### src/hw/cache_pkg.sv
// Defaults only. Real sizes come from cache_top parameters and must pass geometry_ok
package cache_pkg;

	// ==============================
	// Default geometry
	// ==============================

	// Sets per way, must be a power of two
	localparam int DEF_LINES      = 64;
	localparam int DEF_WAYS       = 4;
	localparam int DEF_AWID       = 32;
	// Sixteen byte lines leave four offset bits in the address
	localparam int DEF_LINE_BYTES = 16;
	localparam int DEF_DATA_W     = 128;

	// Way count limits for the victim pointer and the way encoder
	localparam int MIN_WAYS = 2;
	localparam int MAX_WAYS = 8;

	// True when the sizes form a cache this design can build
	function automatic bit geometry_ok(int lines, int ways, int awid, int line_bytes,
		int data_w);
		bit ok;
		ok = (ways >= MIN_WAYS) && (ways <= MAX_WAYS);
		ok = ok && ((1 << $clog2(ways)) == ways);
		ok = ok && ((1 << $clog2(lines)) == lines);
		ok = ok && ((1 << $clog2(line_bytes)) == line_bytes);
		// At least one tag bit has to remain above index and offset
		ok = ok && ($clog2(lines) + $clog2(line_bytes) < awid);
		ok = ok && (data_w == 8 * line_bytes);
		return ok;
	endfunction

endpackage

### src/hw/cache_victim.sv
// Round-robin pointers survive invalidate and only move when a full set is filled
`timescale 1ns/1ps

module cache_victim #(
	parameter int LINES      = cache_pkg::DEF_LINES,
	parameter int WAYS       = cache_pkg::DEF_WAYS,
	parameter int AWID       = cache_pkg::DEF_AWID,
	parameter int LINE_BYTES = cache_pkg::DEF_LINE_BYTES,
	parameter int DATA_W     = cache_pkg::DEF_DATA_W
) (
	input  logic                     clk,
	input  logic                     rst_n,
	input  logic                     fill,
	input  logic [$clog2(LINES)-1:0] fill_ndx,
	input  logic [WAYS-1:0]          fill_valid_bits,
	output logic [$clog2(WAYS)-1:0]  victim_way
);
	import cache_pkg::*;

	localparam int WAY_W = $clog2(WAYS);

	// Next way to evict in each set once all ways hold lines
	logic [WAY_W-1:0] rr_ptr [LINES];
	logic             set_full;

	if (!geometry_ok(LINES, WAYS, AWID, LINE_BYTES, DATA_W)) begin : g_bad_geometry
		$error("cache_victim: unsupported cache geometry");
	end

	assign set_full = &fill_valid_bits;

	// Walking down leaves the lowest free way as the choice
	always_comb
	begin
		victim_way = rr_ptr[fill_ndx];
		for (int w = WAYS - 1; w >= 0; w--)
			if (!fill_valid_bits[w])
				victim_way = w[WAY_W-1:0];
	end

	// WAYS is a power of two, so the pointer wraps by itself
	always_ff @(posedge clk)
	begin
		if (!rst_n)
		begin
			for (int s = 0; s < LINES; s++)
				rr_ptr[s] <= '0;
		end
		// Fills into a free way leave the pointer where it was
		else if (fill && set_full)
			rr_ptr[fill_ndx] <= rr_ptr[fill_ndx] + 1'b1;
	end

endmodule

### config.mk
export PLATFORM = sky130hd
export DESIGN_NAME = cache_victim
export DESIGN_NICKNAME = d
export VERILOG_FILES = /design/src/hw/cache_pkg.sv /design/src/hw/cache_victim.sv
export SDC_FILE = /design/constraint.sdc
export NUM_CORES = 1
export LEC_CHECK = 0
export BUFFER_PORTS_ARGS = -buffer_cell sky130_fd_sc_hd__buf_2
export CORE_MARGIN = 2
export CORE_UTILIZATION = 50
export DETAILED_ROUTE_END_ITERATION = 8
export GPL_TIMING_DRIVEN = 0
export PLACE_DENSITY = 0.64
export REMOVE_ABC_BUFFERS = 1
export SETUP_SLACK_MARGIN = 0.2
export SLEW_MARGIN = 20
export SYNTH_ARGS = -nofsm -noshare
export SYNTH_HDL_FRONTEND = slang
export SYNTH_SLANG_ARGS = --single-unit
### constraint.sdc
create_clock -name clk -period 3.5 [get_ports clk]
set_input_delay 0.7 -clock clk [delete_from_list [all_inputs] [get_ports clk]]
set_output_delay 0.7 -clock clk [all_outputs]
set_load 0.1 [all_outputs]
==> run metrics <==
highest net fanout along the worst path=14; reg-to-reg startpoint=rr_ptr[55][0]; routed length per placed instance=22.4 um; registers with the most flip-flops=rr_ptr (128); master cell of the clock root buffer=clkbuf_16; MaxCap Viol Count=0; wire length on met2=about 8600 um; worst setup slack for register-to-register paths=around 0.46 ns; outcome=completed; first-pass iteration count of the detailed router=5; achievable clock frequency=roughly 290 MHz; count of input and output buffers=14; CTS tree=built; RSZ-0062 raised after global routing=true; XOR/XNOR Fraction of Synth Area=0.00258; Placement Cell Area=around 6500 um^2; Synth cell types=43; total met3 wirelength after detailed routing=between 1500 and 2000 um; pin count of the biggest net entering global routing=66; Critical path buffers and inverters=2; detailed-placement wirelength estimate=9250 um; ys async rst share=0; signal arrival time at the worst endpoint=2.72 ns; Die ar.=roughly 14000 um^2; Compound-Gate Fraction of Synth Area=0.0571; initial antenna violation count=0; Rows=41; most frequently used flop master after synthesis=edfxtp_1; minimum period implied by the final worst setup slack=3.42 ns; Top delay family on crit path=simple AND/OR/NAND/NOR gates; DRC errors left=0; proportion of synthesized chip area in sequential cells=0.610; Final Instance Count excl. Fillers=776; wire length on met1=about 6600 um; maximum vdd drop=between 0.2 and 0.25 mV; gate count of the mapped netlist=between 500 and 600; Syn Area/Cell=11.0 um^2; total routing resource utilization after global routing=0.271; die height=116 um; CP Cell Sequence=bufbuf_16 > mux2i_1 > a22oi_1 > and3_1 > a211o_1 > or4_4 > o21ai_2 > a21boi_1 > buf_6; category of the worst setup path capture point=output port; layout net count=604; power per standard cell area=504 nW/um^2; fraction of final layout cells sized beyond drive strength 1=0.182; number of placed instances, taps included=just over 700; fraction of post-synthesis cell area in the top cell type by area=0.610; number of placed I/O pins=15; leading area contributor after synthesis=edfxtp_1; adder and majority cell fraction of the synthesized area=0; slowest stage cell on the critical path=or4_4; combinational family with the most area after synthesis=simple AND/OR/NAND/NOR gates; number of vias per cell after detailed routing=around 6.0; DR vias=~4600; antenna-violating nets left=0; DRT Wirelength=17400 um; largest cells by area after synthesis=edfxtp_1, nand2_1, nor2_1; final-report setup violation count=0; Chip Width=116 um; wire length of the first global-routing pass=between 20000 and 30000 um; Netlist Area Pre-Place=around 6300 um^2; number of global-route vias before repair=about 4600; total clock buffers created by CTS=17; uppermost layer routed=met4; Hold WC Path Type=primary input to flop; count of yosys warnings during synthesis=0; Critical Path Stages=9; pin slew with the least headroom to its limit=between 1 and 1.5 ns; Setup crit start=fill_ndx[2]; ant diodes=0; r2r worst-path depth=9; number of flip-flops in the largest register=128; clock-pin transition on the worst setup and hold timing paths=roughly 0.06 ns; most common cell after layout, fill and taps aside=edfxtp_1; initial standard-cell utilization of the core=0.506; Longest Clk Path Bufs=2; most frequent cells in the layout=edfxtp_1, nand2_1, nor2_1; largest incremental delay on the critical path=roughly 0.46 ns; count of final hold-check violations=0; number of synthesized flops with an enable pin=128; iteration-0 DRC count of the detailed router=roughly 520; number of sinks handled by clock tree synthesis=around 130; clock latency on the worst-skew pair=between 0.4 and 0.5 ns; area delta synth->final=19.2%; multiplexer area fraction after synthesis=0.0935; number of slew-limit violations in the final report=0; Critical Path Start Type=primary input; final clock period utilization by the worst path=0.976; required time at the endpoint of the critical path=2.80 ns; GRT overflow=0; H-tree levels=4; Max-Slew Margin vs Limit=0.245; flop and latch count out of synthesis=approximately 130; utilization after layout=0.603; worst clock skew on the final layout=about 0.011 ns; leakage component of the power=0.00289 uW; Critical Setup Path Class=primary input to output port; routability congestion estimate from global placement=0.791; Final Instance Area=7520 um^2; top register by number of flip-flops=rr_ptr; core area=between 10000 and 15000 um^2; reg-to-reg endpoint=rr_ptr[25][1]; CP Capture Point=victim_way[0]; post-synthesis share of cell area spent on and, or, nand and nor gates=0.204
## Yosys cell counts (2+ instances only)
master	n
a211o_1	2
a21oi_1	2
a221o_1	3
a221oi_1	3
a22oi_1	11
a31oi_1	4
and2_1	2
and3_1	4
buf_1	9
buf_2	11
buf_4	5
clkbuf_1	18
edfxtp_1	128
inv_1	3
mux2i_1	33
mux4_2	11
nand2_1	125
nand2b_1	4
nand3_1	4
nand3b_1	3
nor2_1	124
nor2b_1	2
nor3_1	17
nor3_2	4
nor3b_1	3
o211ai_1	2
o21ai_0	12
o221ai_1	2
o22ai_1	7
or2_2	3
or3_1	2
## logic make-up (layout without fill, tap and decap cells)
| kind of cell | after synthesis | after routing |
|---|---|---|
| flops | 128 | 128 |
| buf+inv | 47 | 74 |
| simple gates | 302 | 304 |
| xor+xnor | 1 | 1 |
| compound gates | 52 | 52 |
| mux | 45 | 45 |
## through the flow
stage / setup TNS [ns] / worst slack (ns) / power (uW) / hold slack (ns)
after detailed placement: -99.59 / -1.32 / 2220 / 1.16
after global routing: 0 / 0.0705 / 3910 / 0.946
after global placement: -343.98 / -3.50 / 2140 / 1.32
after floorplan: -49.52 / -1.47 / 1990 / 0.894
final: 0 / 0.0826 / 3790 / 0.956
after CTS: 0 / 0.110 / 3780 / 0.913
## repair_timing
item	in CTS	in global routing
gates cloned	7	1
buffers inserted	12	0
pin swaps	9	2
hold buffers	0	0
setup endpoints to repair	130	2
resized for setup	39	9
## metal layers
metal  up-vias  GRT usage
li1       2103          -
met1      2247      0.349
met2       238      0.443
met3        42     0.0519
met4         0      0.137
met5         -          0
## where the power goes
group	switching, uW	total, uW	internal (uW)
clock network	607	1490	888
logic	337	543	206
registers	15.7	1750	1730
total	959	3790	2830
## final cells by class
cell class	instances	area, um^2
fill	995	4950
sequential	128	3840
multi-input combinational	402	2410
timing repair buffer	38	534
clock buffer	23	448
tap	172	215
clock inverter	9	43.8
inverter	4	20.0
## worst reg2reg max path: stages, from the launching register on
cell and delay [ns]:
edfxtp_1 0.38, mux4_2 0.49, mux2i_2 0.25, o22ai_2 0.15
or4_4 0.56, buf_4 0.26, xor2_4 0.23, buf_16 0.19
buf_16 0.18, nor3_1 0.08
## how the worst min path moves through the flow
stage                 startpoint            end  slack [ns]  cells past startpoint
floorplan                  rst_n   rr_ptr[0][0]        0.89                      1
global placement     fill_ndx[4]  rr_ptr[57][1]        1.32                      3
detailed placement  rr_ptr[9][1]  rr_ptr[34][1]        1.16                      5
CTS                  fill_ndx[4]  rr_ptr[57][1]        0.91                      3
global route         fill_ndx[3]   rr_ptr[9][1]        0.95                      3
finish               fill_ndx[3]  rr_ptr[57][1]        0.96                      3
Note: power is estimated with default switching activity, not from simulation.
