--- config.mk ---
export PLATFORM = sky130hd
export DESIGN_NAME = cache_hit_flat
export DESIGN_NICKNAME = d
export VERILOG_FILES = /design/src/hw/cache_pkg.sv /design/src/hw/cache_tag_if.sv /design/src/hw/cache_hit.sv /design/src/flat_wrapper.sv
export SDC_FILE = /design/constraint.sdc
export NUM_CORES = 1
export LEC_CHECK = 0
export BUFFER_PORTS_ARGS = -buffer_cell sky130_fd_sc_hd__buf_2
export CAP_MARGIN = 20
export CORE_MARGIN = 2
export CORE_UTILIZATION = 37
export CTS_BUF_LIST = sky130_fd_sc_hd__clkbuf_8
export CTS_CLUSTER_SIZE = 8
export DETAILED_ROUTE_END_ITERATION = 10
export PLACE_DENSITY = 0.84
export RECOVER_POWER = 25
export SETUP_SLACK_MARGIN = 0.02
export SYNTH_ARGS = -nofsm -noshare
export SYNTH_HDL_FRONTEND = slang
export SYNTH_SLANG_ARGS = --single-unit
export TNS_END_PERCENT = 10
--- constraint.sdc ---
create_clock -name clk -period 2.27 [get_ports clk]
set_input_delay 0.454 -clock clk [delete_from_list [all_inputs] [get_ports clk]]
set_output_delay 0.454 -clock clk [all_outputs]
set_load 0.01 [all_outputs]
--- src/hw/cache_pkg.sv ---
// Defaults only. Real sizes come from cache_top parameters and must pass geometry_ok
package cache_pkg;

	// ==============================
	// Default geometry
	// ==============================

	// Sets per way, must be a power of two
	localparam int DEF_LINES      = 64;
	localparam int DEF_WAYS       = 4;
	localparam int DEF_AWID       = 32;
	// Sixteen byte lines leave four offset bits in the address
	localparam int DEF_LINE_BYTES = 16;
	localparam int DEF_DATA_W     = 128;

	// Way count limits for the victim pointer and the way encoder
	localparam int MIN_WAYS = 2;
	localparam int MAX_WAYS = 8;

	// True when the sizes form a cache this design can build
	function automatic bit geometry_ok(int lines, int ways, int awid, int line_bytes,
		int data_w);
		bit ok;
		ok = (ways >= MIN_WAYS) && (ways <= MAX_WAYS);
		ok = ok && ((1 << $clog2(ways)) == ways);
		ok = ok && ((1 << $clog2(lines)) == lines);
		ok = ok && ((1 << $clog2(line_bytes)) == line_bytes);
		// At least one tag bit has to remain above index and offset
		ok = ok && ($clog2(lines) + $clog2(line_bytes) < awid);
		ok = ok && (data_w == 8 * line_bytes);
		return ok;
	endfunction

endpackage

--- src/hw/cache_tag_if.sv ---
// Tag read bus. TAG_W must equal the address width less index and offset bits
`timescale 1ns/1ps

interface cache_tag_if #(
	parameter int LINES = cache_pkg::DEF_LINES,
	parameter int WAYS  = cache_pkg::DEF_WAYS,
	parameter int TAG_W = cache_pkg::DEF_AWID - $clog2(cache_pkg::DEF_LINES)
		- $clog2(cache_pkg::DEF_LINE_BYTES)
);

	// Set index of the lookup, used as the tag read address
	logic [$clog2(LINES)-1:0] ndx;
	// Tag of the looked-up address, held until the read data is back
	logic [TAG_W-1:0] cmp_tag;
	// Stored tag of each way in the set that was read
	logic [WAYS-1:0][TAG_W-1:0] tags;
	// Valid bit of each way in the set that was read
	logic [WAYS-1:0] valid_bits;

	// The store gets the read address and returns the set
	modport store (input ndx, output tags, valid_bits);

	// The hit detector only looks at the returned set and the compare tag
	modport hit (input cmp_tag, tags, valid_bits);

endinterface

--- src/hw/cache_hit.sv ---
// Inputs must come from a registered tag read. hit is only high while ce is high
`timescale 1ns/1ps

module cache_hit #(
	parameter int LINES      = cache_pkg::DEF_LINES,
	parameter int WAYS       = cache_pkg::DEF_WAYS,
	parameter int AWID       = cache_pkg::DEF_AWID,
	parameter int LINE_BYTES = cache_pkg::DEF_LINE_BYTES,
	parameter int DATA_W     = cache_pkg::DEF_DATA_W
) (
	input  logic                    clk,
	input  logic                    rst_n,
	input  logic                    ce,
	cache_tag_if.hit                tag_bus,
	output logic                    hit,
	output logic [$clog2(WAYS)-1:0] rway,
	output logic                    cv
);
	import cache_pkg::*;

	localparam int WAY_W = $clog2(WAYS);

	// One bit per way that matches and holds a valid line
	logic [WAYS-1:0]  match;
	logic [WAY_W-1:0] prev_rway;
	logic             any_valid;

	if (!geometry_ok(LINES, WAYS, AWID, LINE_BYTES, DATA_W)) begin : g_bad_geometry
		$error("cache_hit: unsupported cache geometry");
	end

	// ==============================
	// Tag compare
	// ==============================

	// The compare is qualified with ce so that an idle cycle never reports a hit
	always_comb
	begin
		for (int w = 0; w < WAYS; w++)
			match[w] = ce && tag_bus.valid_bits[w] && (tag_bus.tags[w] == tag_bus.cmp_tag);
	end

	assign hit = |match;

	// A tag lives in one way at most, so the encoder needs no priority
	always_comb
	begin
		rway = prev_rway;
		for (int w = 0; w < WAYS; w++)
			if (match[w])
				rway = w[WAY_W-1:0];
	end

	// A miss keeps showing the way of the last hit
	always_ff @(posedge clk)
	begin
		if (!rst_n)
			prev_rway <= '0;
		else if (ce)
			prev_rway <= rway;
	end

	// ==============================
	// Set valid flag
	// ==============================

	assign any_valid = |tag_bus.valid_bits;

	// Second stage of the cv pipe, the tag store read register being the first
	always_ff @(posedge clk)
	begin
		if (!rst_n)
			cv <= 1'b0;
		else if (ce)
			cv <= any_valid;
	end

endmodule

--- src/flat_wrapper.sv ---
// flat-port wrapper written by rule: the top's interface ports become plain ports
module cache_hit_flat import cache_pkg::*;
#(
	parameter int LINES      = cache_pkg::DEF_LINES,
	parameter int WAYS       = cache_pkg::DEF_WAYS,
	parameter int AWID       = cache_pkg::DEF_AWID,
	parameter int LINE_BYTES = cache_pkg::DEF_LINE_BYTES,
	parameter int DATA_W     = cache_pkg::DEF_DATA_W
)
  (clk, rst_n, ce, hit, rway, cv, tag_bus_cmp_tag, tag_bus_tags, tag_bus_valid_bits);
  cache_tag_if #(.LINES(LINES), .WAYS(WAYS)) tag_bus_i ();
  input  logic clk;
  input  logic rst_n;
  input  logic ce;
  output logic hit;
  output logic [$clog2(WAYS)-1:0] rway;
  output logic cv;
  input wire logic [$bits(tag_bus_i.cmp_tag)-1:0] tag_bus_cmp_tag;
  input wire logic [$bits(tag_bus_i.tags)-1:0] tag_bus_tags;
  input wire logic [$bits(tag_bus_i.valid_bits)-1:0] tag_bus_valid_bits;
  assign tag_bus_i.cmp_tag = tag_bus_cmp_tag;
  assign tag_bus_i.tags = tag_bus_tags;
  assign tag_bus_i.valid_bits = tag_bus_valid_bits;
  cache_hit #(.LINES(LINES), .WAYS(WAYS), .AWID(AWID), .LINE_BYTES(LINE_BYTES), .DATA_W(DATA_W)) u_core (.clk(clk), .rst_n(rst_n), .ce(ce), .tag_bus(tag_bus_i), .hit(hit), .rway(rway), .cv(cv));
endmodule
==> results of run 1 <==
-- what timing repair did --
item / CTS / global route
pin swaps: 25 / 4
resized for setup: 29 / 4
setup buffers: 5 / 0
endpoints found under the setup margin: 3 / 3
gates cloned: 0 / 0
-- state kept, by name (all words and copies together), names as in the netlist --
signal,cells
u_core.cv,1
u_core.prev_rway,2
-- path summary, 6_finish.rpt --
path                       startpoint             endpoint  slack (ns)  depth (start not counted)
setup / recovery     tag_bus_tags[68]                  hit       -0.19                          8
hold / removal    u_core.prev_rway[1]  u_core.prev_rway[1]        0.51                          2
setup reg to reg  u_core.prev_rway[0]  u_core.prev_rway[0]        1.45                          3
hold reg to reg   u_core.prev_rway[1]  u_core.prev_rway[1]        0.51                          2
-- cells in the mapped netlist --
cell / number
o21bai_2: 1
o21ai_0: 1
o21ai_1: 1
or4_1: 2
xnor2_1: 45
nor4_1: 8
a21boi_1: 2
buf_4: 1
clkbuf_1: 2
o211a_1: 1
nand2b_1: 1
and2b_1: 1
nand3b_1: 2
nand2_1: 5
nor2_1: 4
xor2_1: 43
nor4_2: 2
dfxtp_1: 3
nor3_1: 4
nand4_1: 14
nand3_1: 2
buf_2: 1
-- layout make-up --
| type | count | area share, % |
|---|---|---|
| Clock buffer | 3 | 1.87 |
| Clock inverter | 1 | 0.170 |
| Multi-Input combinational cell | 139 | 53.0 |
| Sequential cell | 3 | 2.72 |
| Tap cell | 44 | 2.49 |
| Timing Repair Buffer | 148 | 39.7 |
-- power by group through the flow --
stage          Sequential, mW  Clock [mW]  Combinational, mW
6_report               0.0555       0.156              0.369
3_5_place_dp           0.0562           0              0.336
4_1_cts                0.0555       0.157              0.361
2_1_floorplan          0.0564           0              0.142
5_1_grt                0.0555       0.162              0.399
3_3_place_gp           0.0559           0              0.328
-- worst max-delay path, cell delays in order --
cell and delay (ns):
buf_2 0.11, xnor2_2 0.14, nand3_1 0.09, or4_4 0.49, nor4_4 0.37, nor2_2 0.10
nand3b_1 0.10, buf_2 0.14
-- logic make-up (layout without fill, tap and decap cells) --
logic type / count (synthesis) / count (layout) / share of synthesized area [%]
buffers and inverters: 4 / 152 / 1.71
AOI/OAI and AO/OA: 6 / 6 / 3.96
DFF: 3 / 3 / 5.14
xor gates and xnor gates: 88 / 88 / 66.0
and+or+nand+nor: 45 / 45 / 23.2
-- metal layers --
layer / routed length, um / up-vias / GRT usage (%)
li1: - / 798 / -
met1: 1860 / 747 / 27.8
met2: 2760 / 87 / 57.1
met3: 346 / 10 / 3.68
met4: 110 / 0 / 8.25
met5: 0 / - / 0
-- cell usage in the layout (no fill, tap or decap) --
cell type	synthesis	final
nor2_1	4	3
nor3_2	0	2
o21bai_4	0	1
nor4_1	8	5
or4_4	0	2
inv_1	0	1
buf_6	0	9
o21ai_0	1	1
nand3b_1	2	2
nand2_1	5	5
nor4_2	2	3
a21boi_2	0	1
nand4_1	14	14
dfxtp_1	3	3
clkbuf_8	0	3
nor2_2	0	1
nor3_1	4	2
nand3_1	2	2
o21ai_1	1	1
and2b_1	1	1
nor4_4	0	2
xnor2_2	0	2
xnor2_1	45	43
o211a_1	1	1
nand2b_1	1	1
a21boi_1	2	1
buf_2	1	113
xor2_1	43	43
buf_8	0	2
buf_4	1	24
==> flow_summary.toml, run 1 <==
[power]
internal_power_mw = 0.379
vdd_ir_drop_max_v = 0.000113
cellLeakagePower_nw = 1.08
switchingPower_mw = 0.202
seq_power_share_pct = 9.5
power_frac_comb_pct = 63.6
swShare_pct = 34.8
power_mw = 0.581
pwr-share-clk_pct = 26.9
power_density_mw_per_mm2 = 263

[route]
via_per_inst = 4.86
first_pass_iters = 4
ant_nets = 0
drtIter0Drc = 29
num_vias = 1642
wl_per_cell_um = 15.0
drc = 0
drt_wl_total_um = 5080

[timing]
fin_ws_ns = -0.186
final.setup.tns_ns = -0.439
fin_hold_ws_ns = 0.513
rsz0062_at_grt = "true"
setup_viol = 3
period_needed_ns = 2.46
finalCritPeriodShare_pct = 108
fin_skew_ns = 0
relSlewSlack_pct = 79.5
worst_slew_pin_slew_ns = 0.306
slew_viol_final = 0
clock.fmax_mhz = 407
hold_viol = 0

[cells_and_area]
regArea_um2 = 60.1
antenna_cells = 0
multi_input_area_mm2 = 0.00117
area_growth_pct = 89.1
drive_gt1_share_pct = 56.1
fin_area_mm2 = 0.00221
final_core_util_pct = 72.9
fillCellCount = 251
final_nets = 412
final_cells = 338

[placement]
postPlaceCellArea_mm2 = 0.00198
dp_cells = 329
dp_hpwl_um = 4200
io_buffers = 120
pre_cts_slack_ns = -0.255
globalplace.congestion = 0.871

[setup_path]
worst_setup_path_start_kind = "input pin"
crit_fanout = 3
cp-end-kind = "output port"
cp.arrival_ns = 2.00
required_ns = 1.82
critPathKind = "in -> out"

[die]
start_util_pct = 38.6
rows = 20
io_pins = 121
die_h_um = 60.2
die_w_um = 60.2
coreArea_mm2 = 0.00303
die_area_mm2 = 0.00362

[clock_tree]
cts_tree = "yes"
cts_max_level = 1
cts_buffers = 3
hold_buffers = 0
clkTransAtPathRegs_ns = 0.04
root_buffer = "clkbuf_8"
clock_path_buffers = 2
clkSinkCount = 3
clk_latency_ns = 0.22

[synth]
synth_top_area_share_pct = 33.8
synthCells = 146
syn-cell-area_mm2 = 0.00117
synth_area_leaders = "xnor2_1 34%, xor2_1 32%, nand4_1 7.5%"
synth_area_leader_cell = "xnor2_1"
synth_nets = 263
yosys_warnings = 0
synth-seq-area-share_pct = 5.14
synthDistinctLibCells = 22
syn-mean-instance-area_um2 = 8.00
ys_ff_latch = 3

[global_route]
track_usage_pct = 27.7
grt-ovfl-total = 0
first_global_vias = 1727
grt_antenna_before_repair = 0
grt_first_pass_wirelength_um = 7290
grt_max_degree = 7

[flow_run]
maxCapViolCount = 0

[worst_hold_path]
hp-class = "reg -> reg"

[run_status]
status = "finished with violations"
violations = "setup timing"
Power figures use the tool's default switching activity.
==> run 2, diff against run 1 <==
- CORE_MARGIN: 2 -> 4
- MAX_ROUTING_LAYER: default -> met4
==> run 2 against run 1 <==
Compared with the run above: the flow still finishes with violations (setup timing); sequential share of layout area is 0.14 points higher; cell area is 4.8% lower; setup slack better by 0.087 ns; first-iteration DRC count is 34% higher; register-to-register slack hardly changed; via count is 4.4% lower; largest cell class unchanged.
==> flow_summary.toml, run 2 (synthesized netlist as in run 1, its figures left out) <==
[worst_hold_path]
hp-class = "reg -> reg"

[cells_and_area]
top_register = "u_core.prev_rway"
mostFrequentLayoutCells = "118 x buf_2, 43 x xor2_1, 43 x xnor2_1"
layout_commonest_cell = "buf_2"
top_regs = "u_core.prev_rway x2, u_core.cv x1"
fillCellCount = 275
area_growth_pct = 80.1
antenna_cells = 0
drive_gt1_share_pct = 54.2
largest_reg_flops = 2
final_nets = 406

[setup_path]
crit_fanout = 3
critPathKind = "in -> out"
worst_setup_path_start_kind = "input pin"
cp-end-kind = "output port"
required_ns = 1.82
cp.arrival_ns = 1.91

[route]
via_per_inst = 4.73
drc = 0
wl_per_cell_um = 13.9
num_vias = 1570
ant_nets = 0
drt_wl_total_um = 4610
drtIter0Drc = 39
first_pass_iters = 5

[timing]
fin_ws_ns = -0.0988
period_needed_ns = 2.37
setup_viol = 3
slew_viol_final = 0
fin_skew_ns = 0
final.setup.tns_ns = -0.254
rsz0062_at_grt = "true"
hold_viol = 0
worst_slew_pin_slew_ns = 0.331
finalCritPeriodShare_pct = 104
clock.fmax_mhz = 422
relSlewSlack_pct = 77.7

[power]
power_density_mw_per_mm2 = 263
cellLeakagePower_nw = 1.05
vdd_ir_drop_max_v = 0.000163

[global_route]
grt-ovfl-total = 0
grt_max_degree = 7
grt_first_pass_wirelength_um = 7180
track_usage_pct = 22.4
grt_antenna_before_repair = 0
first_global_vias = 1637

[run_status]
status = "finished with violations"
violations = "setup timing"

[clock_tree]
clkSinkCount = 3
clkTransAtPathRegs_ns = 0.03
clk_latency_ns = 0.22
root_buffer = "clkbuf_8"
cts_buffers = 3
clock_path_buffers = 2
cts_max_level = 1
hold_buffers = 0
cts_tree = "yes"

[placement]
pre_cts_slack_ns = -0.299
io_buffers = 120
globalplace.congestion = 0.810
dp_hpwl_um = 4220

[die]
die_h_um = 64.2
start_util_pct = 38.6
io_pins = 121
rows = 20
coreArea_mm2 = 0.00303
die_w_um = 64.2
die_area_mm2 = 0.00412

[flow_run]
maxCapViolCount = 0
run 2: cell types whose count changed in the layout (fill, tap and decap cells not counted), sizes merged:
cell,delta
clkbuf,+1
buf,-7
run 2: per-stage QoR:
step	area [um^2]	power [mW]	hold WS (ns)	cells	util, %
6_report	2100	0.553	0.500	332	69.4
5_1_grt	2100	0.595	0.519	332	69.4
4_1_cts	2080	0.554	0.503	332	68.6
3_5_place_dp	1980	0.390	0.498	328	65.4
3_3_place_gp	1980	0.385	0.477	328	65.4
2_1_floorplan	1170	0.198	0.467	146	-
run 2: final cells by class:
type,instances,area [um^2],share of cell area (%)
flip-flops and latches,3,60.1,2.86
clock buffers,3,41.3,1.96
clock inverters,1,3.75,0.179
multi-input cells,139,1160,55.1
well taps,44,55.1,2.62
repair buffers,142,783,37.3
run 2: critical path, stage by stage:
cell	delay, ns
buf_2	0.13
xor2_1	0.16
or4_4	0.50
nor4_4	0.16
a21boi_1	0.11
o21bai_2	0.17
nand2b_1	0.09
buf_2	0.14
run 2: worst paths after layout:
| path | from | endpoint | slack [ns] | cells past startpoint |
|---|---|---|---|---|
| hold reg to reg | u_core.prev_rway[1] | u_core.prev_rway[1] | 0.50 | 2 |
| setup reg to reg | u_core.prev_rway[0] | u_core.prev_rway[0] | 1.46 | 3 |
| setup / recovery | tag_bus_cmp_tag[16] | rway[0] | -0.1 | 8 |
| hold / removal | u_core.prev_rway[1] | u_core.prev_rway[1] | 0.50 | 2 |
run 2: power by group:
| part | switching (mW) | internal [mW] | leakage (nW) |
|---|---|---|---|
| Combinational | 0.151 | 0.196 | 0.994 |
| Sequential | 0.000830 | 0.0545 | 0.0245 |
| Clock | 0.0360 | 0.115 | 0.0269 |
run 2: timing repair:
action	4_1_cts	5_1_grt
gates resized for setup	10	4
pin swaps	11	2
setup buffers	0	0
setup endpoints to repair	3	3
run 2: layer usage:
layer,routed length [um],vias up,GRT usage [%]
met5,0,-,-
met2,2410,91,42.3
li1,-,788,-
met1,1650,683,24.7
met4,58,0,4.22
met3,494,8,3.69
==> run 3, diff against run 2 <==
- ABC_AREA: default -> 1
- CORE_UTILIZATION: 37 -> 44
- PLACE_DENSITY: 0.84 -> 0.83
==> run 3 against run 2 <==
Compared with the run above: the flow now finishes without violations; worst hold slack got worse by 0.010 ns; count of clock-buffer cells in the layout is the same; highest routed layer unchanged; via count up 76%; combinational power grew 19%; utilization down 6.2 points; sequential cell count is the same; synthesized cell count rose to 3.0 times the previous value; first-iteration DRC count grew to 4.6 times the previous value; die area grew 28%; non-clock buffer count shrank 22; global-route usage is 4.7 points higher.
==> flow_summary.toml, run 3 <==
[die]
die_w_um = 72.5
start_util_pct = 45.7
die_h_um = 72.5
coreArea_mm2 = 0.00400
io_pins = 121
die_area_mm2 = 0.00525
rows = 23

[cells_and_area]
area_growth_pct = 38.2
antenna_cells = 0
top_register = "u_core.prev_rway"
drive_gt1_share_pct = 27.3
largest_reg_flops = 2
final_cells = 603
final_nets = 671
fin_area_mm2 = 0.00253
layout_commonest_cell = "nand2_1"
top_regs = "u_core.prev_rway x2, u_core.cv x1"
final_core_util_pct = 63.2
mostFrequentLayoutCells = "217 x nand2_1, 120 x buf_2, 68 x inv_1"

[power]
swShare_pct = 44.9
power_mw = 0.623
power_density_mw_per_mm2 = 247
internal_power_mw = 0.344
seq_power_share_pct = 9.1
vdd_ir_drop_max_v = 0.000195
switchingPower_mw = 0.280
power_frac_comb_pct = 66.2
pwr-share-clk_pct = 24.8
cellLeakagePower_nw = 1.80

[synth]
synth_area_leader_cell = "nand2_1"
syn-mean-instance-area_um2 = 4.24
yosys_warnings = 0
synth_area_leaders = "nand2_1 45%, inv_1 14%, nor2_1 12%"
yosysMostFrequentCell = "nand2_1"
syn-cell-area_mm2 = 0.00183
ys_ff_latch = 3
synth_ff_type = "dfxtp_1"
synth_top_area_share_pct = 44.5
synthDistinctLibCells = 19
netlist_top_cells_count = "217 x nand2_1, 67 x inv_1, 59 x nor2_1, 22 x inv_2, 15 x nand3_1"
synthCells = 431
synthArstFlopShare_pct = 0
synth_nets = 548
synth-seq-area-share_pct = 3.28
synth_edf_count = 0

[timing]
relSlewSlack_pct = 78.1
clock.fmax_mhz = 465
period_needed_ns = 2.15
finalCritPeriodShare_pct = 94.7
final.setup.tns_ns = 0
rsz0062_at_grt = "false"
fin_skew_ns = 0
fin_ws_ns = 0.120
worst_slew_pin_slew_ns = 0.327
fin_hold_ws_ns = 0.490
hold_viol = 0
setup_viol = 0
slew_viol_final = 0

[clock_tree]
root_buffer = "clkbuf_8"
clk_latency_ns = 0.22
clock_path_buffers = 2
cts_max_level = 1
cts_buffers = 3
cts_tree = "yes"
clkSinkCount = 3
clkTransAtPathRegs_ns = 0.03

[placement]
dp_hpwl_um = 6400
globalplace.congestion = 0.950
postPlaceCellArea_mm2 = 0.00248
io_buffers = 120
dp_cells = 599
pre_cts_slack_ns = 0.121

[setup_path]
required_ns = 1.82
worst_setup_path_start_kind = "input pin"
cp-end-kind = "output port"
crit_fanout = 5
r2r_setup_slack_ns = 1.60
crit_chain = "buf_2 > inv_2 > nand2_1 > nand2_1 > nor2_2 > nand2_1 > nor2_2 > nand3_1 > nand2_1 > nand2_1 > nand2_1 > nand2_1 > buf_2"
cp_slowest_cell = "nor2_2"
cp.arrival_ns = 1.70
crit_buf_inv = 3
reg2regPathDepth = 4
slowest_delay_ns = 0.16
critPathKind = "in -> out"
rr_endpoint = "u_core.prev_rway[1]"
crit_family = "simple AND/OR/NAND/NOR gates"
crit_top_cell = "nand2_1"
timing.rr.start = "u_core.prev_rway[1]"

[worst_hold_path]
holdPathStages = 3
min_to = "u_core.cv"
min_from = "rst_n"
hp-class = "in -> reg"

[global_route]
track_usage_pct = 27.1
grt_antenna_before_repair = 0
grt_first_pass_wirelength_um = 11000
grt-ovfl-total = 0
first_global_vias = 2557
grt_max_degree = 9

[route]
drt_wl_total_um = 7090
ant_nets = 0
drc = 0
wl_per_cell_um = 11.8
num_vias = 2760
via_per_inst = 4.58
drtIter0Drc = 178
first_pass_iters = 5

[flow_run]
maxCapViolCount = 0

[run_status]
status = "completed"
## run 3: what timing repair did
item                                    in CTS  in global routing
buffers inserted                             0                  0
hold endpoints to repair                     0                  0
hold buffers                                 0                  0
endpoints found under the setup margin       0                  1
resized for setup                            0                  1
## run 3: power by group through the flow
stage,sequential (mW),combinational (mW),clock (mW)
final,0.0566,0.412,0.154
after global routing,0.0570,0.469,0.162
after CTS,0.0566,0.409,0.156
after detailed placement,0.0573,0.407,0
after global placement,0.0573,0.404,0
after floorplan,0.0579,0.214,0
## run 3: how the worst max path moves through the flow
stage / from / to / slack, ns / cells after the start
floorplan: tag_bus_cmp_tag[10] / rway[0] / 0.53 / 11
global placement: tag_bus_cmp_tag[15] / rway[0] / 0.12 / 13
detailed placement: tag_bus_cmp_tag[15] / rway[0] / 0.12 / 13
CTS: tag_bus_cmp_tag[15] / rway[0] / 0.11 / 13
global route: tag_bus_cmp_tag[15] / rway[0] / 0.03 / 13
finish: tag_bus_cmp_tag[15] / rway[0] / 0.12 / 13
## run 3: cell type report
type                       instances  area [um^2]
clock inverter                     1         3.75
sequential                         3         60.1
inverter                          89          334
multi-input combinational        337         1430
fill                             427         1470
timing repair buffer             120          601
clock buffer                       3         41.3
tap                               50         62.6
## run 3: routing by layer
layer  vias up  GRT usage [%]  wire, um
li1       1506              -         -
met1      1135           34.9      3170
met2       117           46.8      3250
met3         2           3.74       641
met4         0           2.46        29
met5         -              -         0
## run 3: logic make-up (layout without fill, tap and decap cells)
kind of cell              count (synthesis)  in the layout  synth area share [%]
and+or+nand+nor                         304            304                  65.2
AOI/OAI and AO/OA                        17             17                  4.92
DFF                                       3              3                  3.28
xor gates and xnor gates                 16             16                  7.66
buffers and inverters                    91            213                  18.9
## run 3: worst min-delay path, cell delays in order
cell,delay (ns)
buf_2,0.10
o21ai_0,0.06
a31oi_1,0.04
